`src/rtl/vga_fb_cfg.svh`:
```
`ifndef VGA_FB_CFG_SVH
`define VGA_FB_CFG_SVH

// Stored image, one byte per pixel
`define FB_RES_X 320
`define FB_RES_Y 240
`define FB_SCALE 2
// FB_RES_X * FB_RES_Y
`define FB_DEPTH 76800

// 640x480 at one pixel per VGA_CLK_DIV system clocks
`define VGA_H_TOTAL 800
`define VGA_V_TOTAL 525
`define VGA_H_SYNC 96
`define VGA_V_SYNC 2
`define VGA_H_START 144
`define VGA_H_END 784
`define VGA_V_START 35
`define VGA_V_END 515
`define VGA_CLK_DIV 2

`endif

```
`src/rtl/vga_fb_pkg.sv`:
```
package vga_fb_pkg;

    // One byte off the SPI link
    typedef logic [7:0] spi_byte_t;

    // Stored pixel, 0b00RRGGBB
    typedef logic [7:0] fb_pixel_t;

    // Covers FB_DEPTH entries
    typedef logic [16:0] fb_addr_t;

    // One VGA colour output
    typedef logic [3:0] vga_channel_t;

    // Screen counters
    typedef logic [9:0] h_count_t;
    typedef logic [9:0] v_count_t;

    // Control opcodes, taken from bits 6:0 of a byte with bit 7 set
    typedef enum logic [6:0] {
        CMD_ALIGN = 7'h00,
        CMD_SWAP  = 7'h01
    } fb_cmd_e;

endpackage

```
`src/rtl/vga_timing.sv`:
```
`include "vga_fb_cfg.svh"

module vga_timing (
    input  logic                 clk,
    input  logic                 rst,
    output logic                 h_sync,
    output logic                 v_sync,
    output logic                 active,
    output logic                 frame_start,
    output vga_fb_pkg::h_count_t pix_x,
    output vga_fb_pkg::v_count_t pix_y
);
    import vga_fb_pkg::*;

    localparam int DIV_W = $clog2(`VGA_CLK_DIV + 1);

    logic [DIV_W-1:0] div_cnt;
    logic             pix_en;
    h_count_t         h_count;
    v_count_t         v_count;
    logic             h_act;
    logic             v_act;

    // Pixel enable
    always_ff @(posedge clk or posedge rst) begin
        if (rst) begin
            div_cnt <= '0;
        end else if (pix_en) begin
            div_cnt <= '0;
        end else begin
            div_cnt <= div_cnt + 1'b1;
        end
    end

    assign pix_en = (div_cnt == `VGA_CLK_DIV - 1);

    // Line and frame counters
    always_ff @(posedge clk or posedge rst) begin
        if (rst) begin
            h_count <= '0;
            v_count <= '0;
        end else if (pix_en) begin
            if (h_count == `VGA_H_TOTAL - 1) begin
                h_count <= '0;
                if (v_count == `VGA_V_TOTAL - 1) begin
                    v_count <= '0;
                end else begin
                    v_count <= v_count + 1'b1;
                end
            end else begin
                h_count <= h_count + 1'b1;
            end
        end
    end

    // Syncs are active low and one clock behind, like the RAM read
    always_ff @(posedge clk or posedge rst) begin
        if (rst) begin
            h_sync <= 1'b1;
            v_sync <= 1'b1;
        end else begin
            h_sync <= (h_count >= `VGA_H_SYNC);
            v_sync <= (v_count >= `VGA_V_SYNC);
        end
    end

    assign h_act  = (h_count >= `VGA_H_START) && (h_count < `VGA_H_END);
    assign v_act  = (v_count >= `VGA_V_START) && (v_count < `VGA_V_END);
    assign active = h_act && v_act;

    // Coordinates within the visible window
    assign pix_x = active ? h_count_t'(h_count - `VGA_H_START) : '0;
    assign pix_y = active ? v_count_t'(v_count - `VGA_V_START) : '0;

    assign frame_start = (h_count == '0) && (v_count == '0);

endmodule

```
`config.mk`:
```
export PLATFORM = sky130hd
export DESIGN_NAME = vga_timing
export DESIGN_NICKNAME = d
export VERILOG_FILES = /design/src/rtl/vga_fb_pkg.sv /design/src/rtl/vga_timing.sv
export VERILOG_INCLUDE_DIRS = /design/src /design/src/rtl
export SDC_FILE = /design/constraint.sdc
export NUM_CORES = 1
export LEC_CHECK = 0
export ABC_AREA = 1
export BUFFER_PORTS_ARGS = -buffer_cell sky130_fd_sc_hd__buf_2
export CAP_MARGIN = 20
export CORE_MARGIN = 2
export CORE_UTILIZATION = 40
export CTS_CLUSTER_DIAMETER = 30
export CTS_CLUSTER_SIZE = 14
export DETAILED_ROUTE_END_ITERATION = 16
export HOLD_SLACK_MARGIN = 0.03
export MAX_ROUTING_LAYER = met4
export SYNTH_ARGS = -nofsm -noshare
export SYNTH_HDL_FRONTEND = slang
export SYNTH_SLANG_ARGS = --single-unit
export TNS_END_PERCENT = 100
```
`constraint.sdc`:
```
create_clock -name clk -period 2.4 [get_ports clk]
set_clock_uncertainty 0.1 [all_clocks]
set_input_delay 0.12 -clock clk [delete_from_list [all_inputs] [get_ports clk]]
set_output_delay 0.12 -clock clk [all_outputs]
set_load 0.05 [all_outputs]
```
# Word level (Yosys, flattened, before mapping)

Cells that the tools add are included.
Widths: inputs -> output; s select.

Flip-flop bits (word level): 24
Bits in latches: 0
Memory bits (writable): 0
Bits in read-only memories: 0
Word-level logic and storage cells: 31
Memories kept: 0

Add/subtract/negate cells: 5
Multiply operators: 0
Divide/modulo/power cells: 0
Magnitude comparators: 6
Eq/ne operators: 3
Shift operators: 0
Mux-type cells: 5
Bitwise logic cells: 0
Reductions and logical operators: 7

Operators by type and width:

| operator              | count |
|---|---|
| $mux 10               | 4 |
| $add 10x1->10 const B | 2 |
| $eq 10x10->1 const B  | 2 |
| $logic_not 10->1      | 2 |
| $lt 10x10->1 const B  | 2 |
| $ge 10x2->1 const B   | 1 |
| $ge 10x6->1 const B   | 1 |
| $ge 10x7->1 const B   | 1 |
| $ge 10x8->1 const B   | 1 |
| $sub 10x6->10 const B | 1 |
| $sub 10x8->10 const B | 1 |
| $logic_and 1x1->1     | 4 |
| $add 2x1->2 const B   | 1 |
| $eq 2x1->1 const B    | 1 |
| $mux 2                | 1 |
| $reduce_and 2->1      | 1 |

# Longest topological paths before layout

Depth in word-level cells: 4
Gate-level depth with buffers: 10

# Least setup slack after synthesis

No wires, ideal clock.

Kind: register -> output
From: register h_count[4]
To: output port pix_y[9]
Data arrival time: 1.965 ns
Required time: 2.180 ns
Slack: 0.215 ns
Stages on the path, launching flop included: 10
Buffers on the path: 0
Path through: dfrtp_1 > inv_1 > ha_1 > nand2_2 > nand2_2 > nand2_1 > nor2_1 > nor2_2 > nand3_4 > nor2_1

Word-level cells in the longest chain between the ends: 4

Ends and longest elaborated chain:

| what                                                  | RTL line         | RTL |
|---|---|---|
| start, declared                                       | vga_timing.sv:19 | `h_count_t h_count;` |
| start signal, assigned                                | vga_timing.sv:51 | `h_count <= h_count + 1'b1;` |
| $ge 10x8->1 (no line) or $lt 10x10->1 (tied branches) | --               |  |
| $logic_and 1x1->1 *                                   | vga_timing.sv:67 | `` assign h_act = (h_count >= `VGA_H_START) && (h_count < `VGA_H_END); `` |
| $logic_and 1x1->1 *                                   | vga_timing.sv:69 | `assign active = h_act && v_act;` |
| $mux 10 *                                             | vga_timing.sv:73 | `` assign pix_y = active ? v_count_t'(v_count - `VGA_V_START) : '0; `` |
| end, declared                                         | vga_timing.sv:11 | `output vga_fb_pkg::v_count_t pix_y` |

Every way passes the cells marked *; elsewhere a longest branch is shown, timed or not.

# Worst setup path after layout

From: register h_count[0]
To: output port pix_y[0]

Same word-level chain as after synthesis.

==> results by group <==
Layout
  – Area of the multi-input gates: between 0.001 and 0.0015 mm2
  – Most common cell after layout, fill and taps aside: nand2_1
  – Nets: 320
  – Reg area: ~600 um2
  – Most frequent cells in the layout: nand2_1 (63), nor2_1 (31), inv_1 (24)
  – # fillers: 521
  – Area Overhead vs Synth: 15.50%
  – Fin area: 0.002452 mm2
  – # diodes: 0
  – Share of cells above drive strength 1: a little under a third

Setup path
  – CP startpoint kind: flip-flop
  – Crit-path max FO: 7
  – CP Capture Type: output port
  – R2R cell count: 8
  – Buf+Inv Stages, Crit Path: 3
  – Critical path's slowest cell: dfrtp_1
  – Crit-path max cell delay: roughly 0.45 ns
  – Critical Path AT: roughly 2.1 ns
  – Cell breakdown of the critical path: inv_2 -> ha_1 -> nand2_1 -> nor2_1 -> nor2_1 -> nor2_2 -> nand3_4 -> buf_4 -> nor2_2 -> clkbuf_4
  – Cell family with most CP delay: simple AND/OR/NAND/NOR gates
  – Crit Path Class: reg2out
  – Reg-to-Reg End: v_count[8]
  – Worst R2R Setup Slack: a little under 0.6 ns
  – Worst r2r src: h_count[0]
  – Worst Path Required: about 2.2 ns

Yosys
  – Mapped Cells: ~280
  – Post-Syn Area: approximately 0.0021 mm2
  – Synth cell types: 28
  – Yosys warns: 0
  – Synth Area per Inst: 7.693 um2
  – Synthesized net count: between 200 and 300
  – Synthesized flop and latch total: 24
  – Sequential share of the synthesized area: 28.40%

Clock network
  – Clk buf depth: 2
  – Root buffer cell: clkbuf_8
  – Clk sinks: 24
  – TritonCTS clock tree: built
  – TritonCTS Buffers: 3
  – Clock-pin transition on the worst setup and hold timing paths: about 0.10 ns
  – Skew-Pair Late Insertion Delay: between 0.2 and 0.3 ns
  – H-tree levels: 1
  – Post-CTS Setup Bufs: 0

Die
  – Number of cell rows: 26
  – Core ar.: a little over 0.005 mm2
  – Die Span X: 76.86 um
  – Die footprint: ~0.006 mm2
  – Initial Util: about two fifths
  – Top Ports: 26
  – Chip height: between 70 and 80 um

Timing
  – Hold violation total from the final report: 0
  – RSZ-0062 raised after global routing: false
  – Period utilization: between 90% and 100%
  – Minimum clock period: between 2 and 2.5 ns
  – Final Max Tran Viols: 0
  – Max Clk Rate: between 400 and 500 MHz
  – Worst slew pin tran: 0.4481 ns
  – Sum Neg Setup Slack: 0 ns
  – Max-slew headroom: between 70% and 80%
  – Final setup vio count: 0

Global route
  – GRT Total Usage: between 10% and 20%
  – Initial antenna violation count: 0
  – GR Overflow Total: 0
  – First-pass GRT wire length: between 8000 and 9000 um
  – Vias in the first global route: 1667
  – Largest net degree at the start of global routing: 25

Route
  – Routed Antenna Nets: 0
  – First drt pass iteration count: 4
  – Total number of vias: between 1500 and 2000
  – Post-DR wirelength/cell: roughly 12 um
  – Drt total wl: approximately 4700 um
  – Vias per cell: roughly 4.7
  – Initial drt markers: a little over 200
  – Remaining DRCs: 0

Power and ir drop
  – Total power: between 700 and 800 uW
  – Peak supply drop: roughly 0.21 mV
  – PwrDens: just under 300 mW/mm2
  – Leak: around 1.3 nW

Run
  – Max_cap viols: 0

Place
  – DP HPWL: ~3600 um
  – Cell Area, Placed: 0.002296 mm2
  – RePlAce Congestion: around 0.85
  – PortBufs: 25

Worst hold path
  – Hold Path Class: in2async

Status
  – Status: finished clean
## worst min-delay path, stage by stage
cell           delay (ns)
dlygate4sd3_1        0.52
buf_2                0.11
inv_1                0.13
## final cells by class
cell class,count,share of cell area (%)
multi-input combinational,210,52.24
sequential,24,24.64
inverter,36,6.276
clock buffer,4,2.245
tap,70,3.571
timing repair buffer,33,11.02
## cell families after synthesis
family | count (synthesis) | synth area share, %
adders and majority gates | 10 | 5.893
AOI/OAI and AO/OA | 14 | 3.830
xor gates and xnor gates | 12 | 4.950
and+or+nand+nor | 174 | 45.67
buffers and inverters | 42 | 11.26
DFF | 24 | 28.40
## synthesized netlist by cell type (all sizes together)
cell	count	area [um2]
nor2	58	390.4
o21ai	10	57.55
nand4	7	50.05
ha	10	125.1
nand3	28	185.2
buf	6	85.08
nand2	69	274.0
nor3	12	70.07
xnor2	1	8.760
dfstp	2	52.55
a21oi	3	15.01
inv	35	136.4
bufinv	1	17.52
xor2	11	96.34
dfrtp	22	550.5
o2111ai	1	8.760
## metrics by stage
step	instances	utilization, %	hold slack [ns]	setup WS [ns]
CTS	376	46.94	0.3768	0.04989
floorplan	276	-	0.03314	0.2154
finish	377	48.02	0.1516	0.1211
detailed placement	371	44.95	0.3032	0.2813
global route	377	48.02	0.1690	0.009014
global placement	371	44.95	0.3041	0.2992
## flip-flops by register name (all words and copies together) (netlist names)
| register | flops |
|---|---|
| h_sync | 1 |
| h_count | 10 |
| v_count | 10 |
| div_cnt | 2 |
| v_sync | 1 |
## worst max path at each step
stage | startpoint | end | depth (start not counted) | slack, ns
2_1_floorplan | h_count[4] | pix_y[9] | 9 | 0.22
4_1_cts | h_count[0] | pix_y[4] | 10 | 0.05
3_3_place_gp | h_count[0] | pix_y[9] | 10 | 0.30
5_1_grt | h_count[0] | pix_x[4] | 10 | 0.009
6_report | h_count[0] | pix_y[0] | 10 | 0.12
3_5_place_dp | h_count[5] | pix_y[9] | 11 | 0.28
## per-layer routing
metal / track usage (%) / vias up / share of wire [%] / wire length (um)
li1: - / 931 / - / -
met2: 25.88 / 39 / 44 / 2082
met3: 1.412 / 2 / 4.2 / 198
met1: 25.29 / 812 / 51 / 2395
met4: 3.818 / 0 / 0.72 / 34
met5: - / - / 0 / 0
## power by group
group	internal, mW	leakage [nW]	total (mW)	switching, mW
sequential	0.404	0.312	0.404	0
clock	0.147	0.0288	0.291	0.144
combinational	0.00730	0.915	0.0169	0.00962
## repair_timing
action                                  4_1_cts  5_1_grt
hold buffers                                  1        0
hold endpoints to repair                     22        0
endpoints found under the setup margin       13       21
resized for setup                            14       12
pin swaps                                     0        1
No activity file was read; power rests on OpenSTA's default activity.
