<file path="config.mk">
export PLATFORM = sky130hd
export DESIGN_NAME = pixel_cmd_decoder
export DESIGN_NICKNAME = d
export VERILOG_FILES = /design/src/rtl/vga_fb_pkg.sv /design/src/rtl/pixel_cmd_decoder.sv
export VERILOG_INCLUDE_DIRS = /design/src /design/src/rtl
export SDC_FILE = /design/constraint.sdc
export NUM_CORES = 1
export LEC_CHECK = 0
export BUFFER_PORTS_ARGS = -buffer_cell sky130_fd_sc_hd__buf_2
export CAP_MARGIN = 20
export CORE_MARGIN = 2
export CORE_UTILIZATION = 50
export DETAILED_ROUTE_END_ITERATION = 10
export PLACE_DENSITY = 0.84
export SLEW_MARGIN = 10
export SYNTH_ARGS = -nofsm -noshare
export SYNTH_HDL_FRONTEND = slang
export SYNTH_SLANG_ARGS = --single-unit
export TNS_END_PERCENT = 100
</file>
<file path="constraint.sdc">
create_clock -name clk -period 2.4 [get_ports clk]
set_clock_uncertainty 0.1 [all_clocks]
set_input_delay 0.48 -clock clk [delete_from_list [all_inputs] [get_ports clk]]
set_output_delay 0.48 -clock clk [all_outputs]
set_load 0.05 [all_outputs]
</file>
<file path="src/rtl/vga_fb_cfg.svh">
`ifndef VGA_FB_CFG_SVH
`define VGA_FB_CFG_SVH

// Stored image, one byte per pixel
`define FB_RES_X 320
`define FB_RES_Y 240
`define FB_SCALE 2
// FB_RES_X * FB_RES_Y
`define FB_DEPTH 76800

// 640x480 at one pixel per VGA_CLK_DIV system clocks
`define VGA_H_TOTAL 800
`define VGA_V_TOTAL 525
`define VGA_H_SYNC 96
`define VGA_V_SYNC 2
`define VGA_H_START 144
`define VGA_H_END 784
`define VGA_V_START 35
`define VGA_V_END 515
`define VGA_CLK_DIV 2

`endif

</file>
<file path="src/rtl/vga_fb_pkg.sv">
package vga_fb_pkg;

    // One byte off the SPI link
    typedef logic [7:0] spi_byte_t;

    // Stored pixel, 0b00RRGGBB
    typedef logic [7:0] fb_pixel_t;

    // Covers FB_DEPTH entries
    typedef logic [16:0] fb_addr_t;

    // One VGA colour output
    typedef logic [3:0] vga_channel_t;

    // Screen counters
    typedef logic [9:0] h_count_t;
    typedef logic [9:0] v_count_t;

    // Control opcodes, taken from bits 6:0 of a byte with bit 7 set
    typedef enum logic [6:0] {
        CMD_ALIGN = 7'h00,
        CMD_SWAP  = 7'h01
    } fb_cmd_e;

endpackage

</file>
<file path="src/rtl/pixel_cmd_decoder.sv">
`include "vga_fb_cfg.svh"

module pixel_cmd_decoder (
    input  logic                  clk,
    input  logic                  rst,
    input  logic                  rx_valid,
    input  vga_fb_pkg::spi_byte_t rx_byte,
    output logic                  wr_en,
    output logic                  swap_req,
    output vga_fb_pkg::fb_addr_t  wr_addr,
    output vga_fb_pkg::fb_pixel_t wr_data
);
    import vga_fb_pkg::*;

    fb_addr_t wr_ptr;
    fb_cmd_e  cmd;
    logic     is_pixel;

    assign is_pixel = !rx_byte[7];
    assign cmd      = fb_cmd_e'(rx_byte[6:0]);

    always_ff @(posedge clk or posedge rst) begin
        if (rst) begin
            wr_ptr   <= '0;
            wr_en    <= 1'b0;
            swap_req <= 1'b0;
        end else begin
            wr_en    <= 1'b0;
            swap_req <= 1'b0;
            if (rx_valid && is_pixel) begin
                wr_en <= 1'b1;
                if (wr_ptr == `FB_DEPTH - 1) begin
                    wr_ptr <= '0;
                end else begin
                    wr_ptr <= wr_ptr + 1'b1;
                end
            end else if (rx_valid) begin
                case (cmd)
                    CMD_SWAP:  swap_req <= 1'b1;
                    CMD_ALIGN: wr_ptr   <= '0;
                    // Unknown opcodes behave as align
                    default:   wr_ptr   <= '0;
                endcase
            end
        end
    end

    always_ff @(posedge clk) begin
        if (rx_valid && is_pixel) begin
            wr_addr <= wr_ptr;
            wr_data <= rx_byte;
        end
    end

endmodule

</file>
Word level (Yosys, flattened, before mapping)
Index checks and enable logic that the tools add are counted.
Widths: inputs -> output; s select.
{ "totals": {"word_cells": 21, "output_inout_bits": 27, "reg_bits": 44, "in_bits": 11} }
{ "op_classes": {"reduce_logical": 4, "n_addsub": 1, "muxes": 8, "eq_ne": 3} }
{ "op_table": {"columns": ["cell", "n"], "rows": [
  ["$mux 17", 4],
  ["$add 17x1->17 const B", 1],
  ["$eq 17x17->1 const B", 1],
  ["$eq 7x1->1 const B", 1],
  ["$mux 1", 4],
  ["$ne 2x2->1 const B", 1],
  ["$reduce_and 2->1", 1],
  ["$reduce_bool 2->1", 1],
  ["$logic_and 1x1->1", 1],
  ["$logic_not 1->1", 1]
]} }

Depth between registers and ports, before layout
{ "logic_depth": {"ltp_word": 4, "depth_mapped": 7, "ltp_nobuf": 6} }

Worst setup path before layout
OpenSTA, ideal clock, no wires.
{ "synth_path": {"path_kind": "reg2reg", "startpoint": "register wr_ptr[12]", "endpoint": "register wr_ptr[16]", "n_path_buf": 0, "arrival_ps": 1752, "stages_incl_launch_ff": 6, "setup_time_ps": 124, "required_ps": 2176, "slack_ps": 424, "synth_period_minus_slack_ps": 1976, "cell_sequence": "dfrtp_1 or4b_4 nor4_4 nor2_2 and3_1 a211o_1"} }
{ "synth_between": {"elab_chain_cells": 3, "word_cells_on_any_way": 4, "cone_classes": "1 x add/sub; 1 x eq/ne; 2 x mux"} }
{ "synth_lines": {"columns": ["item", "line", "source"], "rows": [
  ["from (decl)", "pixel_cmd_decoder.sv:15", "fb_addr_t wr_ptr;"],
  ["from (signal assigned)", "pixel_cmd_decoder.sv:35", "wr_ptr <= wr_ptr + 1'b1;"],
  ["$add 17x1->17 / $eq 17x17->1 (equally long branches)", "pixel_cmd_decoder.sv:35, pixel_cmd_decoder.sv:32", null],
  ["$mux 17 (*)", "pixel_cmd_decoder.sv:32", "if (wr_ptr == `FB_DEPTH - 1) begin"],
  ["$mux 17 (*)", "pixel_cmd_decoder.sv:30", "if (rx_valid && is_pixel) begin"]
]} }
Mark *: on every way between the ends. The rest lies on a longest branch, timed or not.
A chain may end at the register's enable or synchronous reset.

Final worst setup path
Same ends and word-level chain as after synthesis.

==> flow_metrics.env <==
export IMPL_run_status="complete, no violations"
export IMPL_fmaxAchievable_ghz=0.459
export IMPL_worst_endpoint_arrival_ps=2330
export IMPL_largest_net_degree_at_the_start_of_global_routing=20
export IMPL_pre_repair_dr_iteration_count=4
export IMPL_antenna_violating_nets_post_route=0
export IMPL_placementRows=21
export IMPL_cts_sinks=44
export IMPL_hold_viol=0
export IMPL_post_synthesis_instance_total=143
export IMPL_synth_sequential_area_ratio_pct=67.5
export IMPL_finalCritPeriodShare_pct=90.8
export IMPL_drtIter0Drc=74
export IMPL_vias_per_cell=5.55
export IMPL_path_max_fanout=18
export IMPL_via_total_after_detailed_routing=1288
export IMPL_wl_um=3420
export IMPL_post_route_cells_drive_above_1_share_pct=26.9
export IMPL_worstSetupPathType="reg -> reg"
export IMPL_dpl_hpwl_um=2460
export IMPL_ratio_of_total_power_to_cell_area_nw_per_um2=664
export IMPL_cell_depth_of_the_worst_flop_to_flop_path=5
export IMPL_layout_cells_most_common_list="sky130_fd_sc_hd__buf_2 (37), sky130_fd_sc_hd__edfxtp_1 (25), sky130_fd_sc_hd__dfrtp_1 (19)"
export IMPL_critical_path_reg2reg_startpoint="wr_ptr[12]"
export IMPL_max_cap_violations=0
export IMPL_crit_end="wr_ptr[16]"
export IMPL_synth_avg_cell_area_um2=12.7
export IMPL_required_ps=2550
export IMPL_io_pins=38
export IMPL_cts_resized=0
export IMPL_synthesis_yosys_warnings=0
export IMPL_dieArea_um2=4130
export IMPL_mostFrequentLayoutCell="sky130_fd_sc_hd__buf_2"
export IMPL_static_leakage_power_uw=0.000933
export IMPL_rsz_0062_raised_after_global_routing="no"
export IMPL_cp_start_kind="flop"
export IMPL_remaining_global_route_overflow=0
export IMPL_setup_total_negative_slack_ps=0
export IMPL_synth_seq_cells=44
export IMPL_dieHeight_um=64.3
export IMPL_final_fill_count=275
export IMPL_ff2ff_setup_slack_ps=220
export IMPL_peakVddDrop_mv=0.460
export IMPL_r2r_end="wr_ptr[16]"
export IMPL_flow_area_growth_from_synthesis_pct=17.6
export IMPL_insertion_delay_ps=350
export IMPL_core_region_um2=3420
export IMPL_ctsLongestPathBuffers=2
export IMPL_first_global_vias=1224
export IMPL_detail_route_drc_violations=0
export IMPL_avgRoutedWirePerCell_um=14.7
export IMPL_setup_violations_final=0
export IMPL_die_x_um=64.3
export IMPL_worstSetupStartpoint="wr_ptr[12]"
export IMPL_postCtsSetupBuffers=0
export IMPL_synth_area_um2=1820
export IMPL_crit_path_end_kind="flop"
export IMPL_globalRouteTotalUtil_pct=17.7
export IMPL_hold_class="in -> async"
export IMPL_worst_slew_pin_transition_ps=743
export IMPL_antenna_cells=0
export IMPL_htreeDepth=2
export IMPL_worst_setup_hold_path_clk_slew_ps=120
export IMPL_clock_tree_from_tritoncts="yes"
export IMPL_nets_finish=197
export IMPL_routability_driven_placement_congestion_ratio=0.879
export IMPL_ctsHoldBuffers=0
export IMPL_finalCoreUtilization_pct=62.5
export IMPL_initial_utilization_pct=53.2
export IMPL_slew_headroom_pct=50.4
export IMPL_cts_root_buf="sky130_fd_sc_hd__clkbuf_4"
export IMPL_synth_fp_nets=155
export IMPL_grt_pass1_wl_um=5520
export IMPL_grt_antenna_before_repair=0
export IMPL_maxSlewViolCount=0
export IMPL_min_period_ps=2180
export IMPL_buffer_ports_inserted=37
export IMPL_synth_cell_type_count=33
export IMPL_cts_made_buffers=5
## layer usage
layer	GRT usage, %	share of wire (%)	vias to the layer above
met4	7.98	1.4	0
met1	19.4	38	618
li1	-	-	623
met5	0	0	-
met3	5.11	5.4	7
met2	31.6	55	40
## flip-flops by register name (all words and copies together), names as in the netlist
register  cells
wr_en         1
wr_data       8
wr_addr      17
wr_ptr       17
swap_req      1
## power by group
part	total, µW	internal, µW	leakage [µW]	switching, µW
clock	439	221	0.0000395	218
combinational	142	32.3	0.000384	109
sequential	837	825	0.000509	12.4
## metrics by stage
stage	area (µm²)	std cells	total power [µW]	hold slack (ps)	worst slack, ps
final	2140	232	1420	135	222
after detailed placement	2060	224	997	418	250
after floorplan	1820	143	955	323	424
after CTS	2140	232	1430	160	230
after global routing	2140	232	1470	179	117
after global placement	2060	224	992	405	298
## worst max-delay path: stages, from the launching register on
cell,delay (ps)
sky130_fd_sc_hd__dfrtp_1,470
sky130_fd_sc_hd__or4b_4,570
sky130_fd_sc_hd__nor4_4,290
sky130_fd_sc_hd__nor2_2,190
sky130_fd_sc_hd__and3_1,210
sky130_fd_sc_hd__a211o_1,250
## worst min-delay path by stage
stage / startpoint / to / slack [ps]
after floorplan: wr_ptr[4] / wr_addr[4] / 320
after global placement: wr_ptr[8] / wr_addr[8] / 400
after detailed placement: wr_ptr[8] / wr_addr[8] / 420
after CTS: rst / swap_req / 160
after global routing: rx_byte[6] / wr_data[6] / 180
final: rst / swap_req / 130
## cell families (layout without fill, tap and decap cells)
logic type                 Yosys count  in the layout  share of synthesized area (%)
adders and majority gates            1              1                          0.689
buffers and inverters                9             52                           1.93
DFF                                 44             44                           67.5
and+or+nand+nor                     59             59                           18.4
AOI/OAI and AO/OA                   23             23                           7.58
xor gates and xnor gates             1              1                          0.483
muxes                                6              6                           3.38
## Yosys cell counts
cell / number / area share (%)
sky130_fd_sc_hd__nand3_1: 10 / 2.8
sky130_fd_sc_hd__o21ai_1: 2 / 0.55
sky130_fd_sc_hd__clkbuf_1: 4 / 0.83
sky130_fd_sc_hd__nor3_1: 5 / 1.4
sky130_fd_sc_hd__or3_1: 2 / 0.69
sky130_fd_sc_hd__nor2_1: 8 / 1.7
sky130_fd_sc_hd__a22o_1: 2 / 0.97
sky130_fd_sc_hd__edfxtp_1: 25 / 41
sky130_fd_sc_hd__a31oi_1: 1 / 0.34
sky130_fd_sc_hd__buf_2: 1 / 0.28
sky130_fd_sc_hd__nor4b_1: 1 / 0.48
sky130_fd_sc_hd__mux2_1: 1 / 0.62
sky130_fd_sc_hd__mux2i_1: 5 / 2.8
sky130_fd_sc_hd__dfrtp_1: 19 / 26
sky130_fd_sc_hd__nand2b_1: 1 / 0.34
sky130_fd_sc_hd__o31ai_1: 1 / 0.41
sky130_fd_sc_hd__and3_1: 5 / 1.7
sky130_fd_sc_hd__o211ai_1: 1 / 0.41
sky130_fd_sc_hd__or4b_4: 1 / 0.76
sky130_fd_sc_hd__nand2_1: 13 / 2.7
sky130_fd_sc_hd__nor2_2: 1 / 0.34
sky130_fd_sc_hd__a21o_1: 2 / 0.83
sky130_fd_sc_hd__o21ai_0: 6 / 1.7
sky130_fd_sc_hd__ha_1: 1 / 0.69
sky130_fd_sc_hd__nor4_4: 1 / 1.2
sky130_fd_sc_hd__a21oi_1: 7 / 1.9
sky130_fd_sc_hd__nand4b_1: 2 / 0.97
sky130_fd_sc_hd__and4_1: 1 / 0.48
sky130_fd_sc_hd__xor2_1: 1 / 0.48
sky130_fd_sc_hd__inv_1: 4 / 0.83
sky130_fd_sc_hd__a211o_1: 1 / 0.48
sky130_fd_sc_hd__nor3_2: 1 / 0.55
sky130_fd_sc_hd__nand4_1: 7 / 2.4
## layout make-up
class                           count  area [µm²]  area share [%]
Clock buffer                        7        45.0            2.11
Clock inverter                      1        30.0            1.41
Inverter                            4        15.0           0.703
Multi-Input combinational cell     90         554            26.0
Sequential cell                    44        1230            57.4
Tap cell                           46        57.6            2.69
Timing Repair Buffer               40         208            9.72
(Power assumes the default switching activity.)
